File: src/logic/lsu_pkg.sv
// shared types and lane helpers for the load/store adapter
// size encoding follows funct3[1:0]; the reserved code 3 is handled as a word
// offsets are byte offsets inside one 32-bit word
`default_nettype none

package lsu_pkg;

   localparam int WORD_BYTES = 4;                     // bytes per memory word
   localparam int LANE_BITS  = 8;                     // one byte lane
   localparam int OFFSET_W   = $clog2(WORD_BYTES);    // byte offset width

   typedef enum logic [1:0] {
      SZ_BYTE = 2'd0,
      SZ_HALF = 2'd1,
      SZ_WORD = 2'd2
   } size_e;

   typedef struct packed {
      logic  is_unsigned;   // funct3[2], lbu/lhu
      size_e size;          // funct3[1:0]
   } ctrl_fields_t;

   // same three bits, raw funct3 or split fields
   typedef union packed {
      logic [2:0]   raw;
      ctrl_fields_t f;
   } access_ctrl_u;

   function automatic logic [2:0] size_bytes(size_e sz);
      case (sz)
         SZ_BYTE: return 3'd1;
         SZ_HALF: return 3'd2;
         default: return 3'd4;
      endcase
   endfunction

   // true when the access runs past the last lane of its word
   function automatic logic spans_two_words(logic [OFFSET_W-1:0] off, size_e sz);
      return ({1'b0, off} + size_bytes(sz)) > 3'(WORD_BYTES);
   endfunction

endpackage

`default_nettype wire
File: src/logic/lsu_lane_plan.sv
// store lane planner, purely combinational
// beat 0 holds the lanes from the offset upward, beat 1 the bytes that spill over
// sel outputs also serve reads, where they mark the bytes of interest
`timescale 1ns/1ps
`default_nettype none

module lsu_lane_plan (
   input  logic [lsu_pkg::OFFSET_W-1:0] i_offset,
   input  lsu_pkg::access_ctrl_u        i_ctrl,
   input  logic [31:0]                  i_wdata,
   output logic [3:0]                   o_sel0,
   output logic [3:0]                   o_sel1,
   output logic [31:0]                  o_wdata0,
   output logic [31:0]                  o_wdata1,
   output logic                         o_two_beats
);

   import lsu_pkg::*;

   logic [31:0]                         trimmed;     // store data cut to size
   logic [WORD_BYTES-1:0]               base_sel;    // lanes at offset 0
   logic [2*WORD_BYTES*LANE_BITS-1:0]   lanes;       // two words of lanes
   logic [2*WORD_BYTES-1:0]             sel_pair;

   always_comb begin
      case (i_ctrl.f.size)
         SZ_BYTE: begin
            trimmed  = {24'h0, i_wdata[7:0]};
            base_sel = 4'b0001;
         end
         SZ_HALF: begin
            trimmed  = {16'h0, i_wdata[15:0]};
            base_sel = 4'b0011;
         end
         default: begin                             // word, also funct3 size 3
            trimmed  = i_wdata;
            base_sel = 4'b1111;
         end
      endcase
   end

   // move data and mask up by the byte offset
   assign lanes    = {32'h0, trimmed} << (LANE_BITS * i_offset);
   assign sel_pair = {4'h0, base_sel} << i_offset;

   assign o_wdata0 = lanes[31:0];
   assign o_wdata1 = lanes[63:32];                  // spill into low lanes
   assign o_sel0   = sel_pair[3:0];
   assign o_sel1   = sel_pair[7:4];

   assign o_two_beats = spans_two_words(i_offset, i_ctrl.f.size);

endmodule

`default_nettype wire

File: config.mk
export PLATFORM = sky130hd
export DESIGN_NAME = lsu_lane_plan
export DESIGN_NICKNAME = d
export VERILOG_FILES = /design/src/logic/lsu_pkg.sv /design/src/logic/lsu_lane_plan.sv
export SDC_FILE = /design/constraint.sdc
export NUM_CORES = 1
export LEC_CHECK = 0
export BUFFER_PORTS_ARGS = -buffer_cell sky130_fd_sc_hd__buf_4
export CELL_PAD_IN_SITES_DETAIL_PLACEMENT = 1
export CELL_PAD_IN_SITES_GLOBAL_PLACEMENT = 2
export CORE_MARGIN = 5
export CORE_UTILIZATION = 16
export DETAILED_ROUTE_END_ITERATION = 7
export GPL_ROUTABILITY_DRIVEN = 0
export MAX_ROUTING_LAYER = met4
export PLACE_DENSITY = 0.94
export SYNTH_ARGS = -nofsm -noshare
export SYNTH_HDL_FRONTEND = slang
export SYNTH_SLANG_ARGS = --single-unit
File: constraint.sdc
create_clock -name vclk -period 2.08
set_input_delay 0.104 -clock vclk [all_inputs]
set_output_delay 0.104 -clock vclk [all_outputs]
set_load 0.005 [all_outputs]
==> impl_results.md <==
- Area growth from synthesis to layout: 75.2%
- Fmax: 0.622 GHz
- Tmin final: 1.61 ns
- Largest cells by area after synthesis: mux2i_1 16%, nor2_1 11%, a221o_1 9.8%
- ANT nets after route: 0
- Final setup viols: 0
- Drt wl/cell: 18.4 um
- Hold_sp: i_wdata[0]
- Site Rows: 29
- Slew HR: 66.5%
- Die Y: 89.8 um
- RSZ-0062 raised after global routing: no
- Leak: 0.968 nW
- Status: completed
- Critical path type: primary input to output port
- Via count: 1,562
- Synth area leader: mux2i_1
- Setup Buffers After CTS: 0
- Core outline area: 6280 um2
- Worst min-delay path category: primary input to output port
- Layout fillers: 803
- Antenna diodes: 0
- Most common cell after layout, fill and taps aside: buf_4
- Post-synthesis sequential area ratio: 0%
- Hold Crit Depth: 3
- Critical Path Start Type: primary input
- Num sequential: 0
- Initial Util: 16.2%
- Post-synth top area share: 15.7%
- Vias in the first global route: 1,675
- Post-CTS Resized: 0
- Crit path max fanout: 8
- Yosys warning count: 0
- GRT Overall Usage: 13.8%
- Port-buffer cells: 100
- Most frequent cells in the layout: 107 x buf_4, 29 x nor2_1, 16 x and2_1, 16 x mux2i_1
- Reg area: 0 um2
- Worst Hold End: o_wdata0[0]
- Clkbuf count: 0
- DRT iter0 DRCs: 56
- Max Slew Vio Count: 0
- Critical path arrival: 1.50 ns
- Full die area: 8060 um2
- Period utilization: 77.3%
- Peak supply drop: 0.0962 mV
- Mapped Cells: 155
- Fin. Hold Viols: 0
- Number of remaining DRC errors: 0
- Max Cap Viol: 0
- Cts-stage hold buffer count: 0
- Unique masters post-synth: 26
- PwrDens: 227 nW/um2
- Post-Route WL: 5.93 mm
- Die width: 89.8 um
- WP data required: 1.98 ns
- GRT overflow: 0
- DR pass1 iterations: 4
- HPWL Detailed: 4.62 mm
- Mapped Area: 1020 um2
- Largest net degree at the start of global routing: 24
- Via density per instance: 4.84
- Worst hold slack: 0.504 ns
- NumNets Final: 288
- Proportion of layout cells with a drive suffix above 1: 44.7%
- Global-route wire length before repair: 9.26 mm
- I/O pins: 110
- Syn Area/Cell: 6.57 um2
- Worst-margin pin slew: 0.502 ns
- Crit. End Element: output port
- TNS Setup: 0 ns
- Initial antenna violation count: 0
## where the power goes
part | internal (mW) | total (mW) | switching, mW
Sequential | 0 | 0 | 0
Combinational | 0.210 | 0.405 | 0.194
Clock | 0 | 0 | 0
Total | 0.210 | 0.405 | 0.194
## worst max-delay path by stage
stage                         start           to  slack, ns  cells past startpoint
after floorplan           i_ctrl[1]  o_two_beats       0.50                      9
after global placement    i_ctrl[1]  o_two_beats       0.45                      9
after detailed placement  i_ctrl[1]  o_two_beats       0.46                      9
after CTS                 i_ctrl[1]  o_two_beats       0.45                      9
after global routing      i_ctrl[1]  o_two_beats       0.38                      9
final                     i_ctrl[1]  o_two_beats       0.47                      9
## metal layers
layer  vias up  global-route usage (%)  routed length (um)
met1       772                    17.9                2680
met5         -                       -                   0
met4         0                   0.126                   0
li1        728                       -                   -
met2        62                    24.2                2880
met3         0                    1.92                 362
## per-stage QoR
step	setup WS, ns	util, %	power [mW]	instances	area (um2)
final	0.473	28.4	0.405	323	1780
after global routing	0.378	28.4	0.443	323	1780
after CTS	0.446	28.4	0.410	323	1780
after detailed placement	0.455	28.4	0.408	323	1780
after global placement	0.452	28.4	0.401	323	1780
after floorplan	0.496	-	0.186	163	1050
## cell families (layout without fill, tap and decap cells)
logic type / count (synthesis) / after routing / synth area share, %
adders and majority gates: 3 / 3 / 4.42
muxes: 16 / 16 / 15.7
other: 1 / 9 / 0.368
AOI/OAI and AO/OA: 43 / 43 / 29.7
buffers and inverters: 29 / 112 / 17.9
and+or+nand+nor: 62 / 62 / 31.0
xor gates and xnor gates: 1 / 1 / 0.860
## cell type report
cell class	instances	area (um2)	area share, %
multi-input combinational	134	866	48.5
timing repair buffer	107	803	45.0
tap	77	96.3	5.40
inverter	5	18.8	1.05
## critical path, stage by stage
cell     delay, ns
buf_4         0.14
or2_0         0.24
inv_1         0.08
ha_1          0.14
inv_1         0.05
fa_1          0.37
xor2_1        0.15
a21oi_1       0.12
buf_4         0.13
## synthesized netlist by cell type
cell,count
and3b_1,1
o22ai_1,8
or2_0,1
and2_1,16
a22oi_1,6
fa_1,1
ha_1,2
xor2_1,1
mux2i_1,16
inv_1,3
buf_4,12
inv_2,2
a221o_1,10
and3_1,10
nor2_1,29
a31oi_1,8
nand2b_1,3
a21oi_1,2
nand2_1,1
nor2_2,1
o21bai_1,1
buf_2,5
conb_1,1
o21ai_0,8
buf_6,3
clkbuf_1,4
(Power assumes the default switching activity.)
