==> config.mk <==
export PLATFORM = sky130hd
export DESIGN_NAME = lsu_load_align
export DESIGN_NICKNAME = d
export VERILOG_FILES = /design/src/logic/lsu_pkg.sv /design/src/logic/lsu_load_align.sv
export SDC_FILE = /design/constraint.sdc
export NUM_CORES = 1
export LEC_CHECK = 0
export ABC_CLOCK_PERIOD_IN_PS = 3850
export BUFFER_PORTS_ARGS = -buffer_cell sky130_fd_sc_hd__buf_4
export CAP_MARGIN = 15
export CORE_MARGIN = 2
export CORE_UTILIZATION = 45
export DETAILED_ROUTE_END_ITERATION = 16
export PLACE_DENSITY = 0.67
export RECOVER_POWER = 50
export REMOVE_ABC_BUFFERS = 1
export SLEW_MARGIN = 20
export SYNTH_ARGS = -nofsm -noshare
export SYNTH_HDL_FRONTEND = slang
export SYNTH_SLANG_ARGS = --single-unit
==> constraint.sdc <==
create_clock -name clk -period 3.85 [get_ports clk]
set_clock_uncertainty 0.2 [all_clocks]
set_input_delay 0.77 -clock clk [delete_from_list [all_inputs] [get_ports clk]]
set_output_delay 0.77 -clock clk [all_outputs]
set_load 0.005 [all_outputs]
==> src/logic/lsu_pkg.sv <==
// shared types and lane helpers for the load/store adapter
// size encoding follows funct3[1:0]; the reserved code 3 is handled as a word
// offsets are byte offsets inside one 32-bit word
`default_nettype none

package lsu_pkg;

   localparam int WORD_BYTES = 4;                     // bytes per memory word
   localparam int LANE_BITS  = 8;                     // one byte lane
   localparam int OFFSET_W   = $clog2(WORD_BYTES);    // byte offset width

   typedef enum logic [1:0] {
      SZ_BYTE = 2'd0,
      SZ_HALF = 2'd1,
      SZ_WORD = 2'd2
   } size_e;

   typedef struct packed {
      logic  is_unsigned;   // funct3[2], lbu/lhu
      size_e size;          // funct3[1:0]
   } ctrl_fields_t;

   // same three bits, raw funct3 or split fields
   typedef union packed {
      logic [2:0]   raw;
      ctrl_fields_t f;
   } access_ctrl_u;

   function automatic logic [2:0] size_bytes(size_e sz);
      case (sz)
         SZ_BYTE: return 3'd1;
         SZ_HALF: return 3'd2;
         default: return 3'd4;
      endcase
   endfunction

   // true when the access runs past the last lane of its word
   function automatic logic spans_two_words(logic [OFFSET_W-1:0] off, size_e sz);
      return ({1'b0, off} + size_bytes(sz)) > 3'(WORD_BYTES);
   endfunction

endpackage

`default_nettype wire
==> src/logic/lsu_load_align.sv <==
// load aligner: joins the read words, shifts by the byte offset, extends
// o_data updates one cycle after the last read beat and then holds
// i_offset and i_ctrl must stay stable until that update
`timescale 1ns/1ps
`default_nettype none

module lsu_load_align (
   input  logic                         clk,
   input  logic                         rst_x,
   input  logic                         i_capture,
   input  logic                         i_beat,
   input  logic [31:0]                  i_dat,
   input  logic [lsu_pkg::OFFSET_W-1:0] i_offset,
   input  lsu_pkg::access_ctrl_u        i_ctrl,
   output logic [31:0]                  o_data
);

   import lsu_pkg::*;

   logic [31:0]                         word0_q;
   logic [31:0]                         word1_q;
   logic [2*WORD_BYTES*LANE_BITS-1:0]   joined;
   logic [2*WORD_BYTES*LANE_BITS-1:0]   joined_sh;
   logic [31:0]                         result;
   logic [31:0]                         data_q;
   logic                                last_beat;
   logic                                load_q;      // result update pending

   // single-beat loads finish on beat 0
   assign last_beat = i_beat || !spans_two_words(i_offset, i_ctrl.f.size);

   always_ff @(posedge clk) begin
      if (!rst_x) begin
         load_q <= 1'b0;
      end else begin
         load_q <= i_capture && last_beat;
      end
   end

   always_ff @(posedge clk) begin
      if (i_capture && !i_beat) word0_q <= i_dat;
      if (i_capture && i_beat)  word1_q <= i_dat;
      if (load_q)               data_q  <= result;
   end

   // upper word only matters for accesses that cross a word
   assign joined    = {word1_q, word0_q};
   assign joined_sh = joined >> (LANE_BITS * i_offset);

   always_comb begin
      case (i_ctrl.f.size)
         SZ_BYTE: begin
            result = i_ctrl.f.is_unsigned ? {24'h0, joined_sh[7:0]}
                                          : {{24{joined_sh[7]}}, joined_sh[7:0]};
         end
         SZ_HALF: begin
            result = i_ctrl.f.is_unsigned ? {16'h0, joined_sh[15:0]}
                                          : {{16{joined_sh[15]}}, joined_sh[15:0]};
         end
         default: result = joined_sh[31:0];        // lw, flag has no effect
      endcase
   end

   assign o_data = data_q;

endmodule

`default_nettype wire

==> impl_summary.md <==
GRT
The first global-routing pass estimated ~11000 µm of wire. For this run, the total global-route usage over all layers was measured as 0.156. The leftover overflow at the end of global routing is 0.

The via count of the first global-routing pass is ~2000. The initial antenna violation count came to 0. Entering global routing, the biggest net connects 36 pins.

Synthesis
The number of different library cells used by synthesis comes to 25. The number of enable flip-flop cells after synthesis is just under 90. The biggest area contributor in the post-synthesis netlist is edfxtp_1. Synthesis produced 200 cells. The area share of the largest cell type after synthesis is 0.684. The number of storage elements in the synthesis netlist is 89. The number of warnings reported in the yosys synthesis log is 0. The dominant cell by count in the synthesized netlist is edfxtp_1.

Among all flip-flop cells after synthesis, the most frequent one is edfxtp_1. A synthesized cell averages 19.3 µm². By count the netlist is led by 88 x edfxtp_1, 31 x mux4_2, 24 x nand2_1. The mapped netlist covers 0.00386 mm². Sorting the synthesized cells by area gives the leading types as edfxtp_1 68%, mux4_2 18%, nand2_1 2.3%, mux4_1 2.0%, o21ai_0 1.8%.

Of the synthesized area, sequential elements account for 0.689. The share of synthesized flip-flops with an asynchronous set or reset is 0.

Route
The met1 layer wirelength in the final routing is 2800 µm. The number of DRC violations after detailed routing is 0. The detailed-route wire length per cell is about 18 µm. The detailed router finished its first iteration with ~150 violations. Detailed routing placed a total of 3520 µm of wire on met2. The first-pass iteration count of the detailed router is 4. In this run the remaining antenna-violating nets after routing total 0. After detailed routing, the number of vias per cell comes to 5.49.

In the detailed route, the total length drawn on met3 is 509 µm. The routed layout has 2092 vias. The final layout contains routed wiring with a total length of 6890 µm. After detailed routing, no signal wire sits above met4.

Layout
The final standard cell utilization of the core is 0.561. The number of antenna repair diodes is 0. The sequential cell area in the final layout is 0.00266 mm². In the final layout, the multi-input gates occupy 0.00111 mm². The share of post-route cells with drive strength above 1 is 0.413.

The area growth from synthesis to layout is 19.8%. At the end of the flow, the number of nets in the layout was 314. The count of filler cells inserted in the layout is between 600 and 700.

STA
The number of failing hold endpoints at the final stage is 0. Setup violations remaining at the end of the flow were counted as 0. Adding up every negative setup slack in the final design gives 0 ns. The peak clock frequency supported by timing is 0.386 GHz. Setup repair after global routing left no endpoint under its margin. At the pin with the least slew margin, the transition time is 1.82 ns. The max-slew violation count is 33. The smallest clock period supported by the final layout is computed as 2.59 ns. The final worst-path setup slack is 1.26 ns. Measured against its own limit, the worst slew margin works out to -0.216. Dividing the final minimum period by the clock period gives 0.673.

Power
IR analysis of the VDD net gives a maximum drop of approximately 0.34 mV. The power density over the cells is 429 mW/mm². In this run the static leakage power is 1.65 nW.

Run
Across the run, the number of max-cap violations was 1.

CTS
Buffers added to address setup during post-CTS repair amount to 0. The clock tree synthesis step divided the H-tree into 3 levels. Clock-pin slew was measured on the worst setup and hold paths at 0.09 ns. After clock tree synthesis, the repair step resized 0 gates. The maximum clock insertion buffer count is 2. Counting every sink on the clock net gives between 80 and 90.

The clock reaches the later pin of the worst-skew pair after 0.35 ns. In this run, CTS created clock tree buffers numbering 9. TritonCTS built the clock tree.

The root cell of the clock tree is clkbuf_8. Hold repair after CTS inserted 0 buffers.

Die
The area of the placeable core is approximately 0.0083 mm². The initial standard-cell utilization of the core is 0.468. The site row count is 33. The vertical die dimension is around 97 µm. The die covers 0.00935 mm². The number of top-level pins is 73. The die is 96.7 µm wide.

Setup path
Data on the critical path arrives at its endpoint at 2.47 ns. Walking the worst path, the cells encountered are buf_4, mux4_2, mux2i_4, o21ai_0. The critical path is of the in -> reg type. The longest individual stage delay on the worst path is 0.60 ns. Counting both buffers and inverters, the worst setup path holds a total of 1.

The element type at the critical path end is a flop. The worst setup path is launched from a primary input. The kind of cell with the highest combined delay along the critical path is multiplexers. For this design, the slowest cell found on the critical path is mux4_2.

In this run the worst path has a maximum fanout of 35. The endpoint required time on the critical path is roughly 3.7 ns.

Place
At the placement stage, the worst setup path has a slack of 0.923 ns. Routability-driven placement finished with a final weighted congestion of around 0.76. The count of buffers added on input and output ports is 72.

The detailed placer's ending HPWL is 4550 µm.

Run status
The checks that failed: max-capacitance violations, max-slew violations. The flow ran to the end, but the final reports show violations.

Worst hold path
The worst min-delay path class is in -> reg.
## flip-flops by register name, indices dropped and copies added (netlist names)
signal and flops:
o_data 32, word1_q 24, word0_q 32, load_q 1
## logic make-up (layout without fill, tap and decap cells)
group,after synthesis,count (layout),share of synthesized area
buffers and inverters,17,93,0.0246
DFF,89,89,0.689
and+or+nand+nor,31,31,0.0343
adders and majority gates,2,2,0.00842
AOI/OAI and AO/OA,25,25,0.0346
xor gates and xnor gates,1,1,0.00227
muxes,35,35,0.207
## layout make-up
class	count	share of cell area
Clock buffer	9	0.0268
Timing Repair Buffer	75	0.112
Tap cell	105	0.0284
Sequential cell	89	0.575
Clock inverter	7	0.0154
Inverter	2	0.00162
Multi-Input combinational cell	94	0.241
## report_power, final
group / leakage (nW) / switching (W) / total [W] / internal [W]
sequential: 0.849 / 0.0000257 / 0.00116 / 0.00113
clock: 0.0912 / 0.000322 / 0.000620 / 0.000298
combinational: 0.705 / 0.0000969 / 0.000208 / 0.000111
## layout by cell type (no fill, tap or decap), drive strengths merged, types with 2 or more instances in the layout
master    instances
o21ai            24
mux4             34
clkbuf           44
buf              40
nand2            24
edfxtp           88
nor2b             2
inv               2
clkinvlp          3
clkinv            3
## layer usage
layer | up-vias | global-route usage
li1 | 955 | -
met1 | 1049 | 0.214
met2 | 81 | 0.247
met3 | 7 | 0.0405
met4 | 0 | 0.0488
met5 | - | 0
## through the flow
stage	cell area [µm²]	hold WS (ns)	total power (W)	instances
after global placement	4480	0.417	0.00139	365
after global routing	4630	0.388	0.00208	381
after floorplan	3780	0.409	0.00129	185
after CTS	4670	0.373	0.00201	381
final	4630	0.410	0.00199	381
after detailed placement	4480	0.431	0.00140	365
## final timing paths
check | start | endpoint | slack (ns) | cells after the start
worst max-delay path | i_offset[1] | o_data[20]$_DFFE_PP_ | 1.26 | 4
worst min register to register | word0_q[5]$_DFFE_PP_ | o_data[5]$_DFFE_PP_ | 0.44 | 1
worst max register to register | load_q$_SDFF_PN0_ | o_data[10]$_DFFE_PP_ | 1.60 | 1
worst min-delay path | i_dat[24] | word0_q[24]$_DFFE_PP_ | 0.41 | 1
Power figures use the tool's default switching activity.
