===== src/logic/lsu_pkg.sv =====
// shared types and lane helpers for the load/store adapter
// size encoding follows funct3[1:0]; the reserved code 3 is handled as a word
// offsets are byte offsets inside one 32-bit word
`default_nettype none

package lsu_pkg;

   localparam int WORD_BYTES = 4;                     // bytes per memory word
   localparam int LANE_BITS  = 8;                     // one byte lane
   localparam int OFFSET_W   = $clog2(WORD_BYTES);    // byte offset width

   typedef enum logic [1:0] {
      SZ_BYTE = 2'd0,
      SZ_HALF = 2'd1,
      SZ_WORD = 2'd2
   } size_e;

   typedef struct packed {
      logic  is_unsigned;   // funct3[2], lbu/lhu
      size_e size;          // funct3[1:0]
   } ctrl_fields_t;

   // same three bits, raw funct3 or split fields
   typedef union packed {
      logic [2:0]   raw;
      ctrl_fields_t f;
   } access_ctrl_u;

   function automatic logic [2:0] size_bytes(size_e sz);
      case (sz)
         SZ_BYTE: return 3'd1;
         SZ_HALF: return 3'd2;
         default: return 3'd4;
      endcase
   endfunction

   // true when the access runs past the last lane of its word
   function automatic logic spans_two_words(logic [OFFSET_W-1:0] off, size_e sz);
      return ({1'b0, off} + size_bytes(sz)) > 3'(WORD_BYTES);
   endfunction

endpackage

`default_nettype wire

===== src/logic/wb_if.sv =====
// Wishbone classic bus, 32-bit data, word addressed
// adr carries the word address, so it is two bits narrower than the byte address
// cyc and stb are held with stable values until ack is seen
`timescale 1ns/1ps
`default_nettype none

interface wb_if #(
   parameter int ADDR_W = 16
);

   logic              cyc;
   logic              stb;
   logic              we;
   logic [ADDR_W-3:0] adr;     // word address
   logic [31:0]       dat_w;
   logic [3:0]        sel;     // byte lanes
   logic [31:0]       dat_r;
   logic              ack;

   modport master (
      output cyc, stb, we, adr, dat_w, sel,
      input  dat_r, ack
   );

   modport slave (
      input  cyc, stb, we, adr, dat_w, sel,
      output dat_r, ack
   );

endinterface

`default_nettype wire


===== src/logic/lsu_sequencer.sv =====
// access sequencer: takes CPU requests and runs one or two Wishbone beats
// read wins when both enables are high; requests are taken only while idle
// beat 1 goes to the next word address, wrapping at the top of the address space
// bus outputs launch one cycle after acceptance, once the lane plan is settled
`timescale 1ns/1ps
`default_nettype none

module lsu_sequencer #(
   parameter int ADDR_W = 16
) (
   input  logic                         clk,
   input  logic                         rst_x,
   input  logic                         i_rd_en,
   input  logic                         i_wr_en,
   input  logic [ADDR_W-1:0]            i_addr,
   input  logic [31:0]                  i_data,
   input  logic [2:0]                   i_ctrl,
   output logic                         o_busy,
   wb_if.master                         wb,
   output logic [lsu_pkg::OFFSET_W-1:0] o_offset,
   output lsu_pkg::access_ctrl_u        o_ctrl,
   output logic [31:0]                  o_wdata_reg,
   input  logic [3:0]                   i_sel0,
   input  logic [3:0]                   i_sel1,
   input  logic [31:0]                  i_wdata0,
   input  logic [31:0]                  i_wdata1,
   input  logic                         i_two_beats,
   output logic                         o_capture,
   output logic                         o_beat
);

   import lsu_pkg::*;

   localparam int WORD_W = ADDR_W - OFFSET_W;

   typedef enum logic [2:0] {
      S_IDLE,
      S_BEAT0,
      S_GAP,
      S_BEAT1,
      S_DONE
   } state_e;

   state_e                state_q;
   logic                  stb_q;
   logic                  is_wr_q;
   logic                  accept;
   logic [WORD_W-1:0]     word_q;       // word address of the request
   logic [OFFSET_W-1:0]   offset_q;
   access_ctrl_u          ctrl_q;
   logic [31:0]           wdata_q;
   logic [WORD_W-1:0]     adr_q;
   logic [3:0]            sel_q;
   logic [31:0]           dat_w_q;

   assign accept = (state_q == S_IDLE) && (i_rd_en || i_wr_en);

   always_ff @(posedge clk) begin
      if (!rst_x) begin
         state_q <= S_IDLE;
         stb_q   <= 1'b0;
         is_wr_q <= 1'b0;
      end else begin
         case (state_q)
            S_IDLE: begin
               if (accept) begin
                  is_wr_q <= !i_rd_en;
                  state_q <= S_BEAT0;
               end
            end
            S_BEAT0: begin
               if (!stb_q) begin
                  stb_q <= 1'b1;                      // launch beat 0
               end else if (wb.ack) begin
                  stb_q   <= 1'b0;
                  state_q <= i_two_beats ? S_GAP : S_DONE;
               end
            end
            S_GAP: begin                              // bus idle for one cycle
               stb_q   <= 1'b1;
               state_q <= S_BEAT1;
            end
            S_BEAT1: begin
               if (wb.ack) begin
                  stb_q   <= 1'b0;
                  state_q <= S_DONE;
               end
            end
            S_DONE:  state_q <= S_IDLE;               // aligner result lands here
            default: state_q <= S_IDLE;
         endcase
      end
   end

   // request and bus payload
   always_ff @(posedge clk) begin
      if (accept) begin
         word_q     <= i_addr[ADDR_W-1:OFFSET_W];
         offset_q   <= i_addr[OFFSET_W-1:0];
         ctrl_q.raw <= i_ctrl;
         wdata_q    <= i_data;
      end
      if (state_q == S_BEAT0 && !stb_q) begin
         adr_q   <= word_q;
         sel_q   <= i_sel0;
         dat_w_q <= i_wdata0;
      end
      if (state_q == S_GAP) begin
         adr_q   <= word_q + WORD_W'(1);              // wraps at the top
         sel_q   <= i_sel1;
         dat_w_q <= i_wdata1;
      end
   end

   assign o_busy = (state_q != S_IDLE);

   assign wb.cyc   = (state_q == S_BEAT0) || (state_q == S_BEAT1);
   assign wb.stb   = stb_q;
   assign wb.we    = stb_q && is_wr_q;
   assign wb.adr   = adr_q;
   assign wb.sel   = sel_q;
   assign wb.dat_w = dat_w_q;

   assign o_offset    = offset_q;
   assign o_ctrl      = ctrl_q;
   assign o_wdata_reg = wdata_q;

   assign o_capture = wb.ack && !is_wr_q;             // read data is on dat_r
   assign o_beat    = (state_q == S_BEAT1);

   a_stb_in_cyc: assert property (@(posedge clk) disable iff (!rst_x)
      wb.stb |-> wb.cyc);

   // classic hold rule until the slave acks
   a_adr_hold: assert property (@(posedge clk) disable iff (!rst_x)
      (wb.stb && !wb.ack) |=> (wb.stb && $stable(wb.adr)));

endmodule

`default_nettype wire


===== src/flat_wrapper.sv =====
// flat-port wrapper written by rule: the top's interface ports become plain ports
module lsu_sequencer_flat import lsu_pkg::*;
#(
   parameter int ADDR_W = 16
)
  (clk, rst_x, i_rd_en, i_wr_en, i_addr, i_data, i_ctrl, o_busy, o_offset, o_ctrl, o_wdata_reg, i_sel0, i_sel1, i_wdata0, i_wdata1, i_two_beats, o_capture, o_beat, wb_cyc, wb_stb, wb_we, wb_adr, wb_dat_w, wb_sel, wb_dat_r, wb_ack);
  wb_if #(.ADDR_W(ADDR_W)) wb_i ();
  input  logic clk;
  input  logic rst_x;
  input  logic i_rd_en;
  input  logic i_wr_en;
  input  logic [ADDR_W-1:0] i_addr;
  input  logic [31:0] i_data;
  input  logic [2:0] i_ctrl;
  output logic o_busy;
  output logic [lsu_pkg::OFFSET_W-1:0] o_offset;
  output lsu_pkg::access_ctrl_u o_ctrl;
  output logic [31:0] o_wdata_reg;
  input  logic [3:0] i_sel0;
  input  logic [3:0] i_sel1;
  input  logic [31:0] i_wdata0;
  input  logic [31:0] i_wdata1;
  input  logic i_two_beats;
  output logic o_capture;
  output logic o_beat;
  output wire logic [$bits(wb_i.cyc)-1:0] wb_cyc;
  output wire logic [$bits(wb_i.stb)-1:0] wb_stb;
  output wire logic [$bits(wb_i.we)-1:0] wb_we;
  output wire logic [$bits(wb_i.adr)-1:0] wb_adr;
  output wire logic [$bits(wb_i.dat_w)-1:0] wb_dat_w;
  output wire logic [$bits(wb_i.sel)-1:0] wb_sel;
  input wire logic [$bits(wb_i.dat_r)-1:0] wb_dat_r;
  input wire logic [$bits(wb_i.ack)-1:0] wb_ack;
  assign wb_cyc = wb_i.cyc;
  assign wb_stb = wb_i.stb;
  assign wb_we = wb_i.we;
  assign wb_adr = wb_i.adr;
  assign wb_dat_w = wb_i.dat_w;
  assign wb_sel = wb_i.sel;
  assign wb_i.dat_r = wb_dat_r;
  assign wb_i.ack = wb_ack;
  lsu_sequencer #(.ADDR_W(ADDR_W)) u_core (.clk(clk), .rst_x(rst_x), .i_rd_en(i_rd_en), .i_wr_en(i_wr_en), .i_addr(i_addr), .i_data(i_data), .i_ctrl(i_ctrl), .o_busy(o_busy), .wb(wb_i), .o_offset(o_offset), .o_ctrl(o_ctrl), .o_wdata_reg(o_wdata_reg), .i_sel0(i_sel0), .i_sel1(i_sel1), .i_wdata0(i_wdata0), .i_wdata1(i_wdata1), .i_two_beats(i_two_beats), .o_capture(o_capture), .o_beat(o_beat));
endmodule

===== config.mk =====
export PLATFORM = sky130hd
export DESIGN_NAME = lsu_sequencer_flat
export DESIGN_NICKNAME = d
export VERILOG_FILES = /design/src/logic/lsu_pkg.sv /design/src/logic/wb_if.sv /design/src/logic/lsu_sequencer.sv /design/src/flat_wrapper.sv
export SDC_FILE = /design/constraint.sdc
export NUM_CORES = 1
export LEC_CHECK = 0
export BUFFER_PORTS_ARGS = -buffer_cell sky130_fd_sc_hd__buf_2
export CAP_MARGIN = 20
export CORE_MARGIN = 2
export CORE_UTILIZATION = 46
export CTS_BUF_LIST = sky130_fd_sc_hd__clkbuf_16
export CTS_CLUSTER_DIAMETER = 60
export CTS_CLUSTER_SIZE = 16
export DETAILED_ROUTE_END_ITERATION = 7
export GPL_ROUTABILITY_DRIVEN = 0
export GPL_TIMING_DRIVEN = 0
export PLACE_DENSITY = 0.86
export RECOVER_POWER = 100
export SLEW_MARGIN = 15
export SYNTH_ARGS = -nofsm -noshare
export SYNTH_HDL_FRONTEND = slang
export SYNTH_SLANG_ARGS = --single-unit

===== constraint.sdc =====
create_clock -name clk -period 6.2 [get_ports clk]
set_input_delay 0.31 -clock clk [delete_from_list [all_inputs] [get_ports clk]]
set_output_delay 0.31 -clock clk [all_outputs]
set_load 0.02 [all_outputs]

==> flow_metrics.tcl <==
set metrics [dict create \
    leakage_nw 2.08 \
    cp-start-kind "flop" \
    netlist_area_um2 4030 \
    r2r-end "u_core.wb.dat_w[16]" \
    ir_drop_mv 0.166 \
    grt_usage 0.185 \
    stdcell_count 568 \
    stdcell_area_um2 5440 \
    p_per_area_nw_per_um2 316 \
    worstSkewPairLatency_ns 0.33 \
    grt_pass1_vias 2754 \
    wl_per_cell_um 15.5 \
    first_pass_iters 4 \
    crit_family "buffers and inverters" \
    start_util 0.469 \
    antenna_cells 0 \
    status "complete, but fails checks" \
    drtIter0Drc 57 \
    cp.required_ns 6.12 \
    slowest_delay_ns 1.25 \
    coreArea_um2 8590 \
    violations "max-capacitance violations, max-slew violations" \
    fillers 699 \
    htree_levels 3 \
    cts_setup_buffers 0 \
    rows 34 \
    cp_slowest_cell "clkbuf_1" \
    cts_root_buf "clkbuf_16" \
    drc 0 \
    crit_chain "clkbuf_1, mux2i_1, nor2_1, clkbuf_1" \
    crit_type "flop to flop" \
    yosys_warnings 0 \
    clock_skew_ns 0.00997 \
    drv_cap 3 \
    grt_max_degree 34 \
    cp_max_fo 31 \
    layout_common_cells "129 x buf_2, 101 x edfxtp_1, 99 x clkbuf_1" \
    drive_above_1_share 0.391 \
    synth.net_count 383 \
    clkTransAtPathRegs_ns 0.07 \
    antenna_found_initial 0 \
    crit_buf_inv 2 \
    ios 254 \
    dpl.hpwl_um 7070 \
    cp.arrival_ns 3.51 \
    crit_top_cell "clkbuf_1" \
    die_w_um 97.6 \
    dieArea_um2 9530 \
    vias 2651 \
    max_freq_ghz 0.278 \
    nets 617 \
    cp-end-kind "flop" \
    ys_top_cells_by_area "edfxtp_1 75%, mux2_2 10%, dfxtp_1 2.5%" \
    clockBufferDepth 2 \
    finalSetupViolCount 0 \
    hold_viol 0 \
    synth_top_area_share 0.753 \
    port_buffers 221 \
    rsz0062_at_grt "false" \
    multi_input_area_um2 823 \
    syn_inst 221 \
    holdBufCountCts 0 \
    cts_tree "built" \
    synth_top_area_cell "edfxtp_1" \
    hp-class "input pin to flop" \
    period_share 0.579 \
    dp.cells 552 \
    fin_util 0.633 \
    syn_to_final_growth_pct 34.9 \
    die_y_um 97.6 \
    drv_slew 72 \
    wl_um 8820 \
    syn_avg_cell_area_um2 18.2 \
    cts_resized 0 \
    holdPathEnd "u_core.o_wdata_reg[19]" \
    regArea_um2 3130 \
    grt_overflow 0 \
    yosys.cell_types.count 29 \
    min_period_ns 3.59 \
    fin_tns_setup_ns 0 \
    via_per_inst 4.67 \
    r2r_start "u_core.state_q[0]" \
    dpl-instance-area_um2 5330 \
    cts_buffers 9 \
    ys_seq_area_frac 0.777 \
    worst_pin_slew_ns 1.65 \
    regToRegSetupSlack_ns 2.61 \
    cts_num_sinks 106 \
    min-delay-start "i_data[19]" \
    grt_pass1_wl_um 13600 \
    mostFrequentLayoutCell "buf_2" \
    hold_depth 1 \
    r2r.worst_path.cells 4 \
    antenna_left 0 \
    ys_seq_elements 106 \
    slew_headroom -0.104 \
]
report_power, final:
group | switching, mW | internal, mW | total, mW
Combinational | 0.180 | 0.0844 | 0.264
Clock | 0.235 | 0.312 | 0.548
Sequential | 0.0247 | 0.884 | 0.908
Total | 0.440 | 1.28 | 1.72
cell families after synthesis:
family,Yosys count,synth area share
simple gates,44,0.0599
flops,106,0.777
buf+inv,10,0.0124
compound gates,9,0.0130
xor+xnor,13,0.0283
fa+ha+maj,1,0.00310
mux,38,0.106
stage by stage:
stage	total power, mW	setup slack (ns)	hold WS (ns)
CTS	1.76	4.16	0.133
floorplan	1.08	2.66	0.409
global route	1.79	2.23	0.131
detailed placement	1.21	4.19	0.488
finish	1.72	2.61	0.147
global placement	1.20	2.15	0.477
worst max-delay path by stage:
stage,start,end,slack (ns),cells after the start
detailed placement,u_core.state_q[0],u_core.o_wdata_reg[18],4.19,5
global route,u_core.state_q[0],u_core.wb.sel[1],2.23,4
CTS,u_core.state_q[0],u_core.o_ctrl[0],4.16,5
floorplan,u_core.state_q[0],u_core.o_ctrl[0],2.66,4
finish,u_core.state_q[0],u_core.wb.dat_w[16],2.61,4
global placement,u_core.state_q[0],u_core.o_ctrl[1],2.15,4
cell usage after synthesis:
library cell	instances
mux2_2	37
and2_1	2
inv_1	4
mux2i_1	1
or3_1	1
nor4_2	1
nand3_1	3
a21oi_1	4
o22ai_1	1
and3_1	2
edfxtp_1	101
xor2_1	5
a211oi_1	1
dfxtp_1	5
nor2_1	11
nor2b_1	2
buf_4	2
nand3b_1	1
buf_2	4
ha_1	1
nor3_1	3
o311ai_0	1
nand2b_1	4
o21ai_0	2
nand4_2	1
xnor2_1	8
nand2_1	10
nand4_1	2
nor3b_4	1
layout make-up:
type / count / area share
Buffer: 6 / 0.00437
Inverter: 4 / 0.00276
Clock buffer: 9 / 0.0414
Timing Repair Buffer: 223 / 0.186
Clock inverter: 7 / 0.0124
Multi-Input combinational cell: 105 / 0.151
Sequential cell: 106 / 0.576
Tap cell: 108 / 0.0249
routing by layer:
| layer | up-vias | track usage | share of wire |
|---|---|---|---|
| li1 | 1309 | - | - |
| met1 | 1180 | 0.212 | 0.38 |
| met2 | 153 | 0.328 | 0.51 |
| met3 | 9 | 0.0576 | 0.099 |
| met4 | 0 | 0.0609 | 0.011 |
| met5 | - | 0 | 0 |
(Power assumes the default switching activity.)
